File: config.mk
export PLATFORM = sky130hd
export DESIGN_NAME = uart_core
export DESIGN_NICKNAME = d
export VERILOG_FILES = /design/src/logic/uart_pkg.sv /design/src/logic/uart_core.sv /design/src/logic/uart_ctrl.sv /design/src/logic/uart_rx.sv /design/src/logic/uart_tx.sv /design/src/logic/baud_tick_gen.sv
export VERILOG_INCLUDE_DIRS = /design/src /design/src/logic
export SDC_FILE = /design/constraint.sdc
export NUM_CORES = 1
export LEC_CHECK = 0
export ABC_AREA = 1
export BUFFER_PORTS_ARGS = -buffer_cell sky130_fd_sc_hd__buf_2
export CELL_PAD_IN_SITES_DETAIL_PLACEMENT = 2
export CELL_PAD_IN_SITES_GLOBAL_PLACEMENT = 2
export CORE_ASPECT_RATIO = 1.5
export CORE_MARGIN = 2
export CORE_UTILIZATION = 34
export CTS_BUF_LIST = sky130_fd_sc_hd__clkbuf_2
export CTS_CLUSTER_SIZE = 8
export DETAILED_ROUTE_END_ITERATION = 8
export PLACE_DENSITY_LB_ADDON = 0.2
export SLEW_MARGIN = 15
export SYNTH_ARGS = -nofsm -noshare
export SYNTH_HDL_FRONTEND = slang
export SYNTH_SLANG_ARGS = --single-unit
File: constraint.sdc
create_clock -name clk -period 4.96 [get_ports clk]
set_input_delay 1.488 -clock clk [delete_from_list [all_inputs] [get_ports clk]]
set_output_delay 1.488 -clock clk [all_outputs]
set_load 0.05 [all_outputs]
File: src/logic/uart_params.svh
`ifndef UART_PARAMS_SVH
`define UART_PARAMS_SVH

// Frame format and timing of the serial core
// One frame is a start bit, UART_DBIT data bits and a single stop bit

// Data bits in one frame, sent and received LSB first
`define UART_DBIT 8

// Oversampling ticks that make up one bit period
// The receiver samples at tick UART_TICKS/2 of the start bit
`define UART_TICKS 16

// System clocks between two oversampling ticks
// With the values here a bit lasts 64 clocks and a frame 640 clocks
`define UART_CLK_DIV 4

`endif
File: src/logic/uart_pkg.sv
package uart_pkg;

	// One data word as it travels on the serial line
	typedef logic [7:0] uart_byte_t;

	// Position inside one bit period, counted in oversampling ticks
	typedef logic [3:0] tick_cnt_t;

	// Index of the data bit currently on the line
	typedef logic [2:0] bit_cnt_t;

	// Send request handed from the control block to the transmitter
	typedef struct packed {
		uart_byte_t data;
	} tx_req_t;

	// Received word together with its stop-bit check
	// frame_err is set when the stop bit was sampled low
	typedef struct packed {
		uart_byte_t data;
		logic       frame_err;
	} rx_result_t;

	// Transmitter FSM
	typedef enum logic [1:0] {
		tx_idle,
		tx_start,
		tx_data,
		tx_stop
	} tx_state_t;

	// Receiver FSM
	typedef enum logic [1:0] {
		rx_idle,
		rx_start,
		rx_data,
		rx_stop
	} rx_state_t;

endpackage

File: src/logic/uart_core.sv
`timescale 1ns/1ps

module uart_core (
	input  logic                 clk,
	input  logic                 reset,
	input  logic                 send,
	input  logic                 rx,
	input  uart_pkg::uart_byte_t send_data,
	output logic                 tx,
	output logic                 tx_busy,
	output logic                 tx_drop,
	output logic                 tx_done,
	output logic                 rx_valid,
	output uart_pkg::rx_result_t rx_result
);
	import uart_pkg::*;

	// Oversampling time base shared by both serial blocks
	logic       tick;

	// Transmit path between control and transmitter
	logic       tx_go;
	logic       tx_done_tick;
	tx_req_t    tx_req;

	// Receive path between receiver and control
	logic       rx_done_tick;
	rx_result_t rx_frame;

	baud_tick_gen i_baud_tick_gen (
		.clk   (clk),
		.reset (reset),
		.tick  (tick)
	);

	uart_tx i_uart_tx (
		.clk          (clk),
		.reset        (reset),
		.tick         (tick),
		.tx_go        (tx_go),
		.tx_req       (tx_req),
		.tx_done_tick (tx_done_tick),
		.tx           (tx)
	);

	uart_rx i_uart_rx (
		.clk          (clk),
		.reset        (reset),
		.tick         (tick),
		.rx           (rx),
		.rx_done_tick (rx_done_tick),
		.rx_frame     (rx_frame)
	);

	// Sits between the outside strobes and both serial blocks
	uart_ctrl i_uart_ctrl (
		.clk          (clk),
		.reset        (reset),
		.send         (send),
		.tx_done_tick (tx_done_tick),
		.rx_done_tick (rx_done_tick),
		.send_data    (send_data),
		.rx_frame     (rx_frame),
		.tx_go        (tx_go),
		.tx_busy      (tx_busy),
		.tx_drop      (tx_drop),
		.tx_done      (tx_done),
		.rx_valid     (rx_valid),
		.tx_req       (tx_req),
		.rx_result    (rx_result)
	);

endmodule

File: src/logic/uart_ctrl.sv
`timescale 1ns/1ps

module uart_ctrl (
	input  logic                 clk,
	input  logic                 reset,
	input  logic                 send,
	input  logic                 tx_done_tick,
	input  logic                 rx_done_tick,
	input  uart_pkg::uart_byte_t send_data,
	input  uart_pkg::rx_result_t rx_frame,
	output logic                 tx_go,
	output logic                 tx_busy,
	output logic                 tx_drop,
	output logic                 tx_done,
	output logic                 rx_valid,
	output uart_pkg::tx_req_t    tx_req,
	output uart_pkg::rx_result_t rx_result
);

	logic accept;

	// A send is taken only while no frame is going out
	assign accept = send & ~tx_busy;

	// Busy flag and the outgoing strobes
	always_ff @(posedge clk or posedge reset) begin
		if (reset) begin
			tx_busy <= 1'b0;
			tx_go   <= 1'b0;
			tx_drop <= 1'b0;
			tx_done <= 1'b0;
		end else begin
			// Set on acceptance, cleared when the stop bit has gone out
			if (accept) begin
				tx_busy <= 1'b1;
			end else if (tx_done_tick) begin
				tx_busy <= 1'b0;
			end
			tx_go   <= accept;
			// A request during a frame is lost and reported one clock later
			tx_drop <= send & tx_busy;
			// Lines up with the falling edge of tx_busy
			tx_done <= tx_done_tick;
		end
	end

	// Request payload is captured together with tx_go
	always_ff @(posedge clk) begin
		if (accept) begin
			tx_req.data <= send_data;
		end
	end

	// Receive result and its valid strobe, one clock behind the receiver
	always_ff @(posedge clk or posedge reset) begin
		if (reset) begin
			rx_valid  <= 1'b0;
			rx_result <= '0;
		end else begin
			rx_valid <= rx_done_tick;
			if (rx_done_tick) begin
				rx_result <= rx_frame;
			end
		end
	end

endmodule

File: src/logic/uart_rx.sv
`timescale 1ns/1ps
`include "uart_params.svh"

module uart_rx (
	input  logic                 clk,
	input  logic                 reset,
	input  logic                 tick,
	input  logic                 rx,
	output logic                 rx_done_tick,
	output uart_pkg::rx_result_t rx_frame
);
	import uart_pkg::*;

	// Half a bit minus one tick puts the first sample in the middle of the start bit
	localparam tick_cnt_t half_tick = tick_cnt_t'(`UART_TICKS / 2 - 1);
	localparam tick_cnt_t last_tick = tick_cnt_t'(`UART_TICKS - 1);
	localparam bit_cnt_t  last_bit  = bit_cnt_t'(`UART_DBIT - 1);

	logic       rx_meta, rx_sync, rx_prev;
	logic       fall;
	rx_state_t  state_reg, state_next;
	tick_cnt_t  tick_reg, tick_next;
	bit_cnt_t   bit_reg, bit_next;
	uart_byte_t shift_reg, shift_next;
	logic       err_reg, err_next;
	logic       done_reg, done_next;

	// Two-flop synchronizer plus one more stage for edge detection
	// All stages reset high, matching an idle line
	always_ff @(posedge clk or posedge reset) begin
		if (reset) begin
			rx_meta <= 1'b1;
			rx_sync <= 1'b1;
			rx_prev <= 1'b1;
		end else begin
			rx_meta <= rx;
			rx_sync <= rx_meta;
			rx_prev <= rx_sync;
		end
	end

	// A frame can only start on a high-to-low transition of the line
	// After a bad stop bit the line has to return high first
	assign fall = rx_prev & ~rx_sync;

	// FSM control registers
	always_ff @(posedge clk or posedge reset) begin
		if (reset) begin
			state_reg <= rx_idle;
			tick_reg  <= '0;
			bit_reg   <= '0;
			done_reg  <= 1'b0;
		end else begin
			state_reg <= state_next;
			tick_reg  <= tick_next;
			bit_reg   <= bit_next;
			done_reg  <= done_next;
		end
	end

	// Received data and the stop-bit flag
	always_ff @(posedge clk) begin
		shift_reg <= shift_next;
		err_reg   <= err_next;
	end

	always_comb begin
		state_next = state_reg;
		tick_next  = tick_reg;
		bit_next   = bit_reg;
		shift_next = shift_reg;
		err_next   = err_reg;
		done_next  = 1'b0;

		case (state_reg)
			rx_idle: begin
				if (fall) begin
					state_next = rx_start;
					tick_next  = '0;
				end
			end

			rx_start: begin
				if (tick) begin
					if (tick_reg == half_tick) begin
						// Middle of the start bit, a high line here was a glitch
						if (!rx_sync) begin
							state_next = rx_data;
							tick_next  = '0;
							bit_next   = '0;
						end else begin
							state_next = rx_idle;
						end
					end else begin
						tick_next = tick_reg + 1'b1;
					end
				end
			end

			rx_data: begin
				if (tick) begin
					if (tick_reg == last_tick) begin
						// One full bit later we are in the middle of the next bit
						tick_next  = '0;
						shift_next = {rx_sync, shift_reg[`UART_DBIT-1:1]};
						if (bit_reg == last_bit) begin
							state_next = rx_stop;
						end else begin
							bit_next = bit_reg + 1'b1;
						end
					end else begin
						tick_next = tick_reg + 1'b1;
					end
				end
			end

			rx_stop: begin
				if (tick) begin
					if (tick_reg == last_tick) begin
						// Middle of the stop bit, a low line is a framing error
						state_next = rx_idle;
						tick_next  = '0;
						err_next   = ~rx_sync;
						done_next  = 1'b1;
					end else begin
						tick_next = tick_reg + 1'b1;
					end
				end
			end

			default: begin
				state_next = rx_idle;
			end
		endcase
	end

	// The frame is stable while the done strobe is high
	assign rx_done_tick = done_reg;
	assign rx_frame     = '{data: shift_reg, frame_err: err_reg};

endmodule

File: src/logic/uart_tx.sv
`timescale 1ns/1ps
`include "uart_params.svh"

module uart_tx (
	input  logic              clk,
	input  logic              reset,
	input  logic              tick,
	input  logic              tx_go,
	input  uart_pkg::tx_req_t tx_req,
	output logic              tx_done_tick,
	output logic              tx
);
	import uart_pkg::*;

	// Last tick of a bit period and index of the last data bit
	localparam tick_cnt_t last_tick = tick_cnt_t'(`UART_TICKS - 1);
	localparam bit_cnt_t  last_bit  = bit_cnt_t'(`UART_DBIT - 1);

	tx_state_t  state_reg, state_next;
	tick_cnt_t  tick_reg, tick_next;
	bit_cnt_t   bit_reg, bit_next;
	uart_byte_t shift_reg, shift_next;
	logic       tx_reg, tx_next;

	// Control registers, the line idles high out of reset
	always_ff @(posedge clk or posedge reset) begin
		if (reset) begin
			state_reg <= tx_idle;
			tick_reg  <= '0;
			bit_reg   <= '0;
			tx_reg    <= 1'b1;
		end else begin
			state_reg <= state_next;
			tick_reg  <= tick_next;
			bit_reg   <= bit_next;
			tx_reg    <= tx_next;
		end
	end

	// Data shift register
	always_ff @(posedge clk) begin
		shift_reg <= shift_next;
	end

	// Next-state logic
	// Every change of the line happens on a tick edge, so each bit is exactly
	// UART_TICKS ticks wide no matter when tx_go arrived
	always_comb begin
		state_next   = state_reg;
		tick_next    = tick_reg;
		bit_next     = bit_reg;
		shift_next   = shift_reg;
		tx_next      = tx_reg;
		tx_done_tick = 1'b0;

		case (state_reg)
			tx_idle: begin
				tx_next = 1'b1;
				// The control block only strobes tx_go when we are free
				if (tx_go) begin
					state_next = tx_start;
					tick_next  = '0;
					shift_next = tx_req.data;
				end
			end

			tx_start: begin
				if (tick) begin
					if (tx_reg) begin
						// First tick after the request, the start bit begins here
						tx_next = 1'b0;
					end else if (tick_reg == last_tick) begin
						state_next = tx_data;
						tick_next  = '0;
						bit_next   = '0;
						tx_next    = shift_reg[0];
					end else begin
						tick_next = tick_reg + 1'b1;
					end
				end
			end

			tx_data: begin
				if (tick) begin
					if (tick_reg == last_tick) begin
						tick_next  = '0;
						shift_next = shift_reg >> 1;
						if (bit_reg == last_bit) begin
							// All data bits are out, drive the stop bit
							state_next = tx_stop;
							tx_next    = 1'b1;
						end else begin
							bit_next = bit_reg + 1'b1;
							// Next bit sits in position one before the shift
							tx_next  = shift_reg[1];
						end
					end else begin
						tick_next = tick_reg + 1'b1;
					end
				end
			end

			tx_stop: begin
				tx_next = 1'b1;
				if (tick) begin
					if (tick_reg == last_tick) begin
						// Full stop bit done, report the end of the frame
						state_next   = tx_idle;
						tick_next    = '0;
						tx_done_tick = 1'b1;
					end else begin
						tick_next = tick_reg + 1'b1;
					end
				end
			end

			default: begin
				state_next = tx_idle;
			end
		endcase
	end

	assign tx = tx_reg;

endmodule

File: src/logic/baud_tick_gen.sv
`timescale 1ns/1ps
`include "uart_params.svh"

module baud_tick_gen (
	input  logic clk,
	input  logic reset,
	output logic tick
);

	// Counter width, kept at one bit when the divisor is one
	localparam int cnt_w = (`UART_CLK_DIV > 1) ? $clog2(`UART_CLK_DIV) : 1;

	// Value at which the counter wraps back to zero
	localparam logic [cnt_w-1:0] last_cnt = cnt_w'(`UART_CLK_DIV - 1);

	logic [cnt_w-1:0] cnt_reg;

	// Free-running divider shared by the transmitter and the receiver
	// The tick is registered so it is a clean one-clock pulse
	always_ff @(posedge clk or posedge reset) begin
		if (reset) begin
			cnt_reg <= '0;
			tick    <= 1'b0;
		end else begin
			if (cnt_reg == last_cnt) begin
				cnt_reg <= '0;
			end else begin
				cnt_reg <= cnt_reg + 1'b1;
			end
			// One pulse per wrap, so one every UART_CLK_DIV clocks
			tick <= (cnt_reg == last_cnt);
		end
	end

endmodule

==> run summary, run 1 <==
The flow ran to the end, and the final reports show no timing, DRC or antenna violations. The hold violation count in the final report came out at 0. Setup repair after global routing left no endpoint under its margin.

The clock-pin slew reported for the worst setup and hold paths after clock tree synthesis is 0.16 ns. The worst pin sits at a relative slew slack of 0.2394. The largest net degree at the start of global routing is 41. The buffers plus inverters on the worst setup path is 1. The floorplan step defined a die boundary enclosing 9331 um^2.

The clock tree from TritonCTS is done. The stage delay of the slowest cell on the critical path is 0.59 ns. After detailed routing, the number of vias per cell comes to 4.733.

The number of flip-flops in the largest register is 9. The post-route fraction of the period consumed by the critical path came out at 0.5625. In this run the horizontal extent of the chip is 79.54 um. In this run the remaining antenna-violating nets after routing total 0. The power per cell area is 364.2 nW/um^2. In this run the most critical hold path is launched from i_uart_rx.rx_meta. At the worst endpoint, the required time is 3.47 ns.

The category of the critical setup timing path is reg2out. After synthesis, the share of flip-flops with an asynchronous set or reset is 0.6154. The count of boundary I/O pins is 26. The number of distinct library cell variants in the gate-level netlist after synthesis is 38. The worst setup path is captured at a primary output. The routability congestion estimate is 0.7614. The residual DRC count is 0. The final routed wirelength across all metal layers is 6302 um.

In the synthesized netlist, the cells that appear most often are sky130_fd_sc_hd__nand2_1 (76), sky130_fd_sc_hd__dfrtp_1 (36), sky130_fd_sc_hd__edfxtp_1 (25), sky130_fd_sc_hd__inv_1 (18), sky130_fd_sc_hd__ha_1 (14). After layout, the minimum clock period comes to 2.790 ns. The cell with the largest stage delay on the worst path is sky130_fd_sc_hd__dfstp_2.

The total clock sinks is 65. The number of enable-type register cells in the synthesized netlist came out at 25. The final-stage net count is 326.

The synthesized area is 2910 um^2. The share of the yosys chip area belonging to registers came out at 0.6036. The count of endpoints failing setup in the final report is 0. The H-tree was split into 3 levels. The initial antenna violation count came to 0. The cell family contributing the most delay on the critical path is flip-flops. For this run, the leading register cell type out of synthesis is sky130_fd_sc_hd__dfrtp_1. Static timing analysis puts the maximum clock frequency at 0.3584 GHz. Synthesis produced 267 cells. For this configuration, the core starts out at a cell density of 0.3480. The type of the most critical hold path is reg2reg. The minimum setup slack after placement is 2.475 ns. The per-instance average area after synthesis is 10.90 um^2. In this run the critical register-to-register path is launched from i_uart_tx.state_reg[0]. The synthesized net count is 293.

The number of buffers inserted by hold repair at cts came out at 0. The summed negative setup slack over all endpoints is 0 ns. Of all cell types, the one taking the most synthesized area is sky130_fd_sc_hd__dfrtp_1. The number of warnings printed during yosys synthesis is 0. The number of storage elements in the synthesis netlist came out at 65.

The largest fanout of any net on the critical path is 5. Of the post-synthesis cell area, the dominant cell type holds 0.3095. The number of fillers in the final layout came out at 920. By area the synthesized netlist is led by sky130_fd_sc_hd__dfrtp_1 (31%), sky130_fd_sc_hd__edfxtp_1 (26%), sky130_fd_sc_hd__nand2_1 (9.8%). The overall fraction of global-route tracks in use came out at 0.1510. The number of global-route vias before repair came out at 2215. Measured on the finished design, the core utilization comes to 0.3922. The standard cell core area is 8362 um^2.

The first-pass GRT wire length came out at 10810 um. The post-CTS resize count is 0. The power consumption is 1.194 mW. Across all setup checks in the final design, the least slack found is 2.170 ns. Walking the worst path, the cells encountered are buf_2.

The worst-case IR drop observed on VDD is 0.1479 mV. The placed wire-length estimate after detailed placement is 4867 um. i_uart_ctrl.rx_result holds more flip-flops than any other register. CTS placed an instance of sky130_fd_sc_hd__clkbuf_2 at the clock tree root. The first-pass iteration count of the detailed router is 4. The launching element of the worst setup path is i_uart_tx.tx. In the post-synthesis netlist, the cell with the most instances is sky130_fd_sc_hd__nand2_1. The actual transition at the worst max-transition pin came out at 1.134 ns. The via count is 1950. Across the whole layout, storage elements account for 1757 um^2. The critical path arrival came out at 1.30 ns. The share of cells above drive strength 1 came out at 0.2525. Post-CTS timing repair inserted 0 buffers for setup. The number of DRC markers after the initial detailed-route iteration is 65. The leakage component of the power is 1.527 nW. The number of input and output port buffers inserted is 25. The number of buffers between clock root and the deepest sink came out at 2. The average detailed-routed wire length per instance came out at 15.30 um. For the final database, setup skew stands at 0.02426 ns. The area of the multi-input gates is 1040 um^2. The relative area change from synthesis to final layout came out at 12.68%. STA classifies the critical path startpoint as a flip-flop.

The number of antenna cells inserted came out at 0. The remaining global-route overflow came out at 0. The number of max-slew violations in the final report came to 0. Clock latency on the worst-skew pair, taken at its later pin, is 0.46 ns. The height of the die came out at 117.3 um.

The reported max-cap violation count came out at 0. The clock buffer count from CTS is 9. The floorplan row count is 41.
placed cells by master, fill, tap and decap left out, types with 2 or more instances in the layout:
cell type	n
sky130_fd_sc_hd__clkinv_1	3
sky130_fd_sc_hd__dfstp_2	4
sky130_fd_sc_hd__nor3_1	3
sky130_fd_sc_hd__ha_1	14
sky130_fd_sc_hd__buf_2	25
sky130_fd_sc_hd__nand3b_1	2
sky130_fd_sc_hd__xor2_1	2
sky130_fd_sc_hd__o21ai_0	7
sky130_fd_sc_hd__edfxtp_1	25
sky130_fd_sc_hd__nand2_1	76
sky130_fd_sc_hd__nand3_1	11
sky130_fd_sc_hd__clkbuf_2	11
sky130_fd_sc_hd__dfrtp_1	36
sky130_fd_sc_hd__nor2_2	4
sky130_fd_sc_hd__inv_1	18
sky130_fd_sc_hd__bufinv_16	2
sky130_fd_sc_hd__nand2_2	6
sky130_fd_sc_hd__nor2_4	2
sky130_fd_sc_hd__a21oi_1	2
sky130_fd_sc_hd__inv_2	3
sky130_fd_sc_hd__mux2_2	9
sky130_fd_sc_hd__nor2_1	13
sky130_fd_sc_hd__o21ai_1	8
sky130_fd_sc_hd__nand3_2	3
report_power, final:
part           leakage, nW  total, mW  internal [mW]  switching, mW
Sequential           0.752      0.623          0.581         0.0421
Combinational        0.694      0.223         0.0742          0.149
Clock               0.0810      0.348          0.168          0.181
per-stage QoR:
stage / std cells / hold WS (ns) / area, um^2
finish: 412 / 0.3674 / 3279
floorplan: 267 / 0.3452 / 2910
CTS: 412 / 0.3699 / 3279
global placement: 396 / 0.3461 / 3152
detailed placement: 396 / 0.3476 / 3152
global route: 412 / 0.3724 / 3279
metal layers:
| layer | routed length [um] | GRT usage | up-vias |
|---|---|---|---|
| li1 | - | - | 948 |
| met1 | 2374 | 0.1537 | 981 |
| met2 | 3714 | 0.2878 | 13 |
| met3 | 100 | 0.03000 | 8 |
| met4 | 113 | 0.06142 | 0 |
| met5 | 0 | 0 | - |
worst paths after layout:
kind / endpoint / slack [ns] / cells past startpoint
max: tx / 2.17 / 1
min: i_uart_rx.rx_sync / 0.37 / 0
max reg2reg: i_uart_tx.shift_reg[4] / 2.52 / 4
min reg2reg: i_uart_rx.rx_sync / 0.37 / 0
max in group asynchronous: i_uart_rx.rx_meta / 3.44 / 3
min in group asynchronous: i_uart_ctrl.rx_result[3] / 1.13 / 3
logic make-up (layout without fill, tap and decap cells):
group | Yosys count | after routing | share of synthesized area
AND/OR/NAND/NOR | 126 | 126 | 0.2081
flip-flops | 65 | 65 | 0.6036
buffers and inverters | 27 | 65 | 0.03912
AO/OA/AOI/OAI | 23 | 23 | 0.04515
adder cells (fa/ha/maj) | 14 | 14 | 0.06019
multiplexers | 9 | 9 | 0.03482
XOR/XNOR | 3 | 3 | 0.009030
layout make-up:
cell class | instances | share of cell area
Inverter | 23 | 0.02709
Sequential cell | 65 | 0.5357
Tap cell | 107 | 0.04082
Clock inverter | 5 | 0.02213
Clock buffer | 11 | 0.01679
Multi-Input combinational cell | 175 | 0.3171
Timing Repair Buffer | 26 | 0.04044
(Power assumes the default switching activity.)
==> run 2, diff against run 1 <==
- ABC_AREA: 1 -> 0
- clock period: 4.96 -> 2.35 ns (I/O delays scaled with it)
==> run 2 against run 1 <==
Routed wire length shrank 2.7%. Cell count shrank 11%. Die area is 0.82% lower. First-iteration DRC count fell by 14%. Via count is 6.1% lower. Global-route usage up 0.36 points. Synthesized cell count fell by 18%. Synthesized area shrank 0.86%. Cell area up 1.8%. Sequential share of layout area is 0.92 points lower. Critical path depth is the same. Worst hold slack worse by 0.11 ns. Critical endpoint unchanged. Highest routed layer unchanged.
==> run summary, run 2 <==
The flow ran to the end, and the final reports show no timing, DRC or antenna violations. The signal on the critical path passes through buf_2. The core region is 8310 um^2.

The overall die area is 9254 um^2. The insertion delay to the later sink of the worst-skew pair is 0.53 ns. The register-to-register path setup slack came out at 0.28 ns.

The worst hold path belongs to the class in2reg. The largest net degree at the start of global routing came out at 41. The hold violation count in the final report came out at 0. Summed over all cells, the static leakage comes to 1.458 nW. The synthesized netlist occupies a cell area of 2885 um^2. The largest fanout of any net on the critical path is 4. The number of buffers between clock root and the deepest sink is 2. STA classifies the critical path endpoint as a primary output. In this run the clock root is driven by a sky130_fd_sc_hd__clkbuf_2. i_uart_ctrl.rx_result holds more flip-flops than any other register. For this run, the register share of the synthesized area comes to 0.6088. After the first detailed-routing iteration, the DRC count stood at 56. The number of buffers and inverters on the critical path is 1. In the synthesized netlist the dominant register cell turns out to be sky130_fd_sc_hd__dfrtp_1. Setup repair after global routing left no endpoint under its margin. The library cells used most frequently in the layout, excluding fill and tap cells, are sky130_fd_sc_hd__dfrtp_1 (36), sky130_fd_sc_hd__edfxtp_1 (25), sky130_fd_sc_hd__buf_2 (25). CTS built an H-tree with a depth of 3. The library cell used most frequently in the layout, excluding fill and tap cells, is sky130_fd_sc_hd__dfrtp_1. The number of global-route vias before repair is 2072. The reported max-cap violation count is 0. The worst clock skew came out at 0.02641 ns. Gates resized during post-CTS repair numbered 0.

The number of nets in the synthesized netlist is 244. Summed over all failing endpoints, the final setup total negative slack is 0 ns. The final routed wirelength across all metal layers is 6134 um. The cell with the largest stage delay on the worst path is sky130_fd_sc_hd__dfstp_2. The post-synthesis cell count is 218.

The area growth from synthesis to layout is 15.65%. The power per cell area is 1204 nW/um^2. Broken down by cell family, the worst path's largest delay share belongs to flip-flops.

TritonCTS built the clock tree. In the final layout, the share of cells above drive strength 1 is 0.3065. 0 antenna diodes ended up in the layout.

The die span in x is 79.22 um. The clock-pin slew reported for the worst setup and hold paths after clock tree synthesis is 0.17 ns. The most common cell in the synthesized netlist is sky130_fd_sc_hd__dfrtp_1. Counting distinct cell types in the post-synthesis netlist gives 44. The number of enable-type register cells in the synthesized netlist is 25.

The total clock sinks came out at 65. The time the worst path needs with I/O delays and setup came out at 2.089 ns. The clock buffer count from CTS is 9. The required time of the worst setup path is 1.64 ns. The routability congestion estimate is 0.7794.

The overall fraction of global-route tracks in use came out at 0.1546. The effective utilization at floorplan is 0.3472. Ranked by total cell area, the synthesized netlist is headed by sky130_fd_sc_hd__dfrtp_1 (31%), sky130_fd_sc_hd__edfxtp_1 (26%), sky130_fd_sc_hd__mux2_2 (8.2%). The stage delay of the slowest cell on the critical path came out at 0.60 ns.

The average instance in the mapped netlist occupies 13.24 um^2. The remaining global-route overflow is 0. The top achievable clock speed is 0.4787 GHz.

The first-pass iteration count of the detailed router came out at 3. The first global-routing pass estimated 10590 um of wire. The critical path arrival came out at 1.38 ns.

Of all flip-flops after synthesis, the portion carrying an async set or reset was 0.6154. Dividing the detail-routed wire length by the instance count gives 16.67 um. The floorplan row count is 41.

The final-stage net count came out at 282. The number of flip-flops in the largest register came out at 9. The number of nets with antenna violations after routing is 0. The worst pin sits at a relative slew slack of 0.6279. The count of endpoints failing setup in the final report is 0. The post-route fraction of the period consumed by the critical path came out at 0.8889. The initial antenna violation count is 0. The residual DRC count is 0. After synthesis the netlist holds a flip-flop and latch count of 65. The height of the die is 116.8 um. The placed wire-length estimate after detailed placement came out at 4421 um. The number of buffers inserted by hold repair at cts is 0.

The post-route core utilization is 0.4015. The cell taking the most area after synthesis is sky130_fd_sc_hd__dfrtp_1. The vias per cell is 4.976.

The area share of the largest cell type after synthesis came out at 0.3122. The category of the critical setup timing path is reg2out. The count of boundary I/O pins came out at 26. The commonest cells after synthesis are sky130_fd_sc_hd__dfrtp_1 (36), sky130_fd_sc_hd__edfxtp_1 (25), sky130_fd_sc_hd__mux2_2 (21), sky130_fd_sc_hd__ha_1 (14), sky130_fd_sc_hd__a21oi_1 (12). The actual transition at the worst max-transition pin came out at 0.5582 ns. The number of max-slew violations in the final report came out at 0. The worst setup path is launched from a flip-flop. Summing over every cut layer, the via total after detailed routing is 1831.

The number of warnings printed during yosys synthesis is 0. The number of input and output port buffers inserted is 25. The maximum resistive drop on vdd came out at 0.4835 mV.

The buffers inserted during post-CTS setup optimization is 0.
-- run 2: routing by layer --
metal	share of wire	global-route usage
met5	0	0
met4	0.031	0.1034
met3	0.023	0.02377
met2	0.53	0.2621
met1	0.41	0.1806
-- run 2: worst register-to-register path, stage by stage (launching register included) --
cell and delay [ns]:
sky130_fd_sc_hd__dfrtp_1 0.49, sky130_fd_sc_hd__inv_1 0.13, sky130_fd_sc_hd__ha_1 0.21, sky130_fd_sc_hd__or2_4 0.26, sky130_fd_sc_hd__o21a_1 0.20, sky130_fd_sc_hd__nor4b_4 0.34
sky130_fd_sc_hd__mux2_1 0.35
-- run 2: path summary, 6_finish.rpt --
path                                        startpoint                     end  cells after the start
max in group asynchronous                        reset     i_uart_ctrl.tx_done                      3
min in group asynchronous                        reset   i_uart_rx.tick_reg[2]                      3
worst min register to register       i_uart_rx.rx_meta       i_uart_rx.rx_sync                      0
worst max register to register  i_uart_tx.state_reg[1]  i_uart_tx.state_reg[1]                      6
worst min-delay path                                rx       i_uart_rx.rx_meta                      1
worst max-delay path                      i_uart_tx.tx                      tx                      1
-- run 2: power by group --
part | total, mW | internal [mW] | switching (mW)
Clock | 0.868 | 0.457 | 0.411
Combinational | 1.46 | 0.608 | 0.855
Sequential | 1.69 | 1.47 | 0.218
Total | 4.02 | 2.53 | 1.48
-- run 2: cell families (layout without fill, tap and decap cells) --
kind of cell	count (synthesis)	in the layout	share of synthesized area
buffers and inverters	17	60	0.02255
flip-flops	65	65	0.6088
adder cells (fa/ha/maj)	14	14	0.06071
multiplexers	24	24	0.09280
AND/OR/NAND/NOR	55	55	0.1145
AO/OA/AOI/OAI	43	43	0.1006
-- run 2: area by class of cell --
type                    instances  area (um^2)
flip-flops and latches         65         1757
clock buffers                  10        50.05
fillers                       873         4974
multi-input cells             136         1064
repair buffers                 33        185.2
well taps                     107        133.9
clock inverters                 6        106.4
inverters                      11        41.29
-- run 2: per-stage QoR --
step           instances  hold slack [ns]  setup WS [ns]  total power, mW  cell area [um^2]
2_1_floorplan        218           0.3452         0.1129            2.793              2885
3_3_place_gp         352           0.3482         0.3619            3.167              3181
3_5_place_dp         352           0.3508         0.2836            3.216              3181
4_1_cts              368           0.1862         0.1888            4.108              3337
5_1_grt              368           0.1901         0.1073            4.337              3337
6_report             368           0.2544         0.2612            4.018              3337
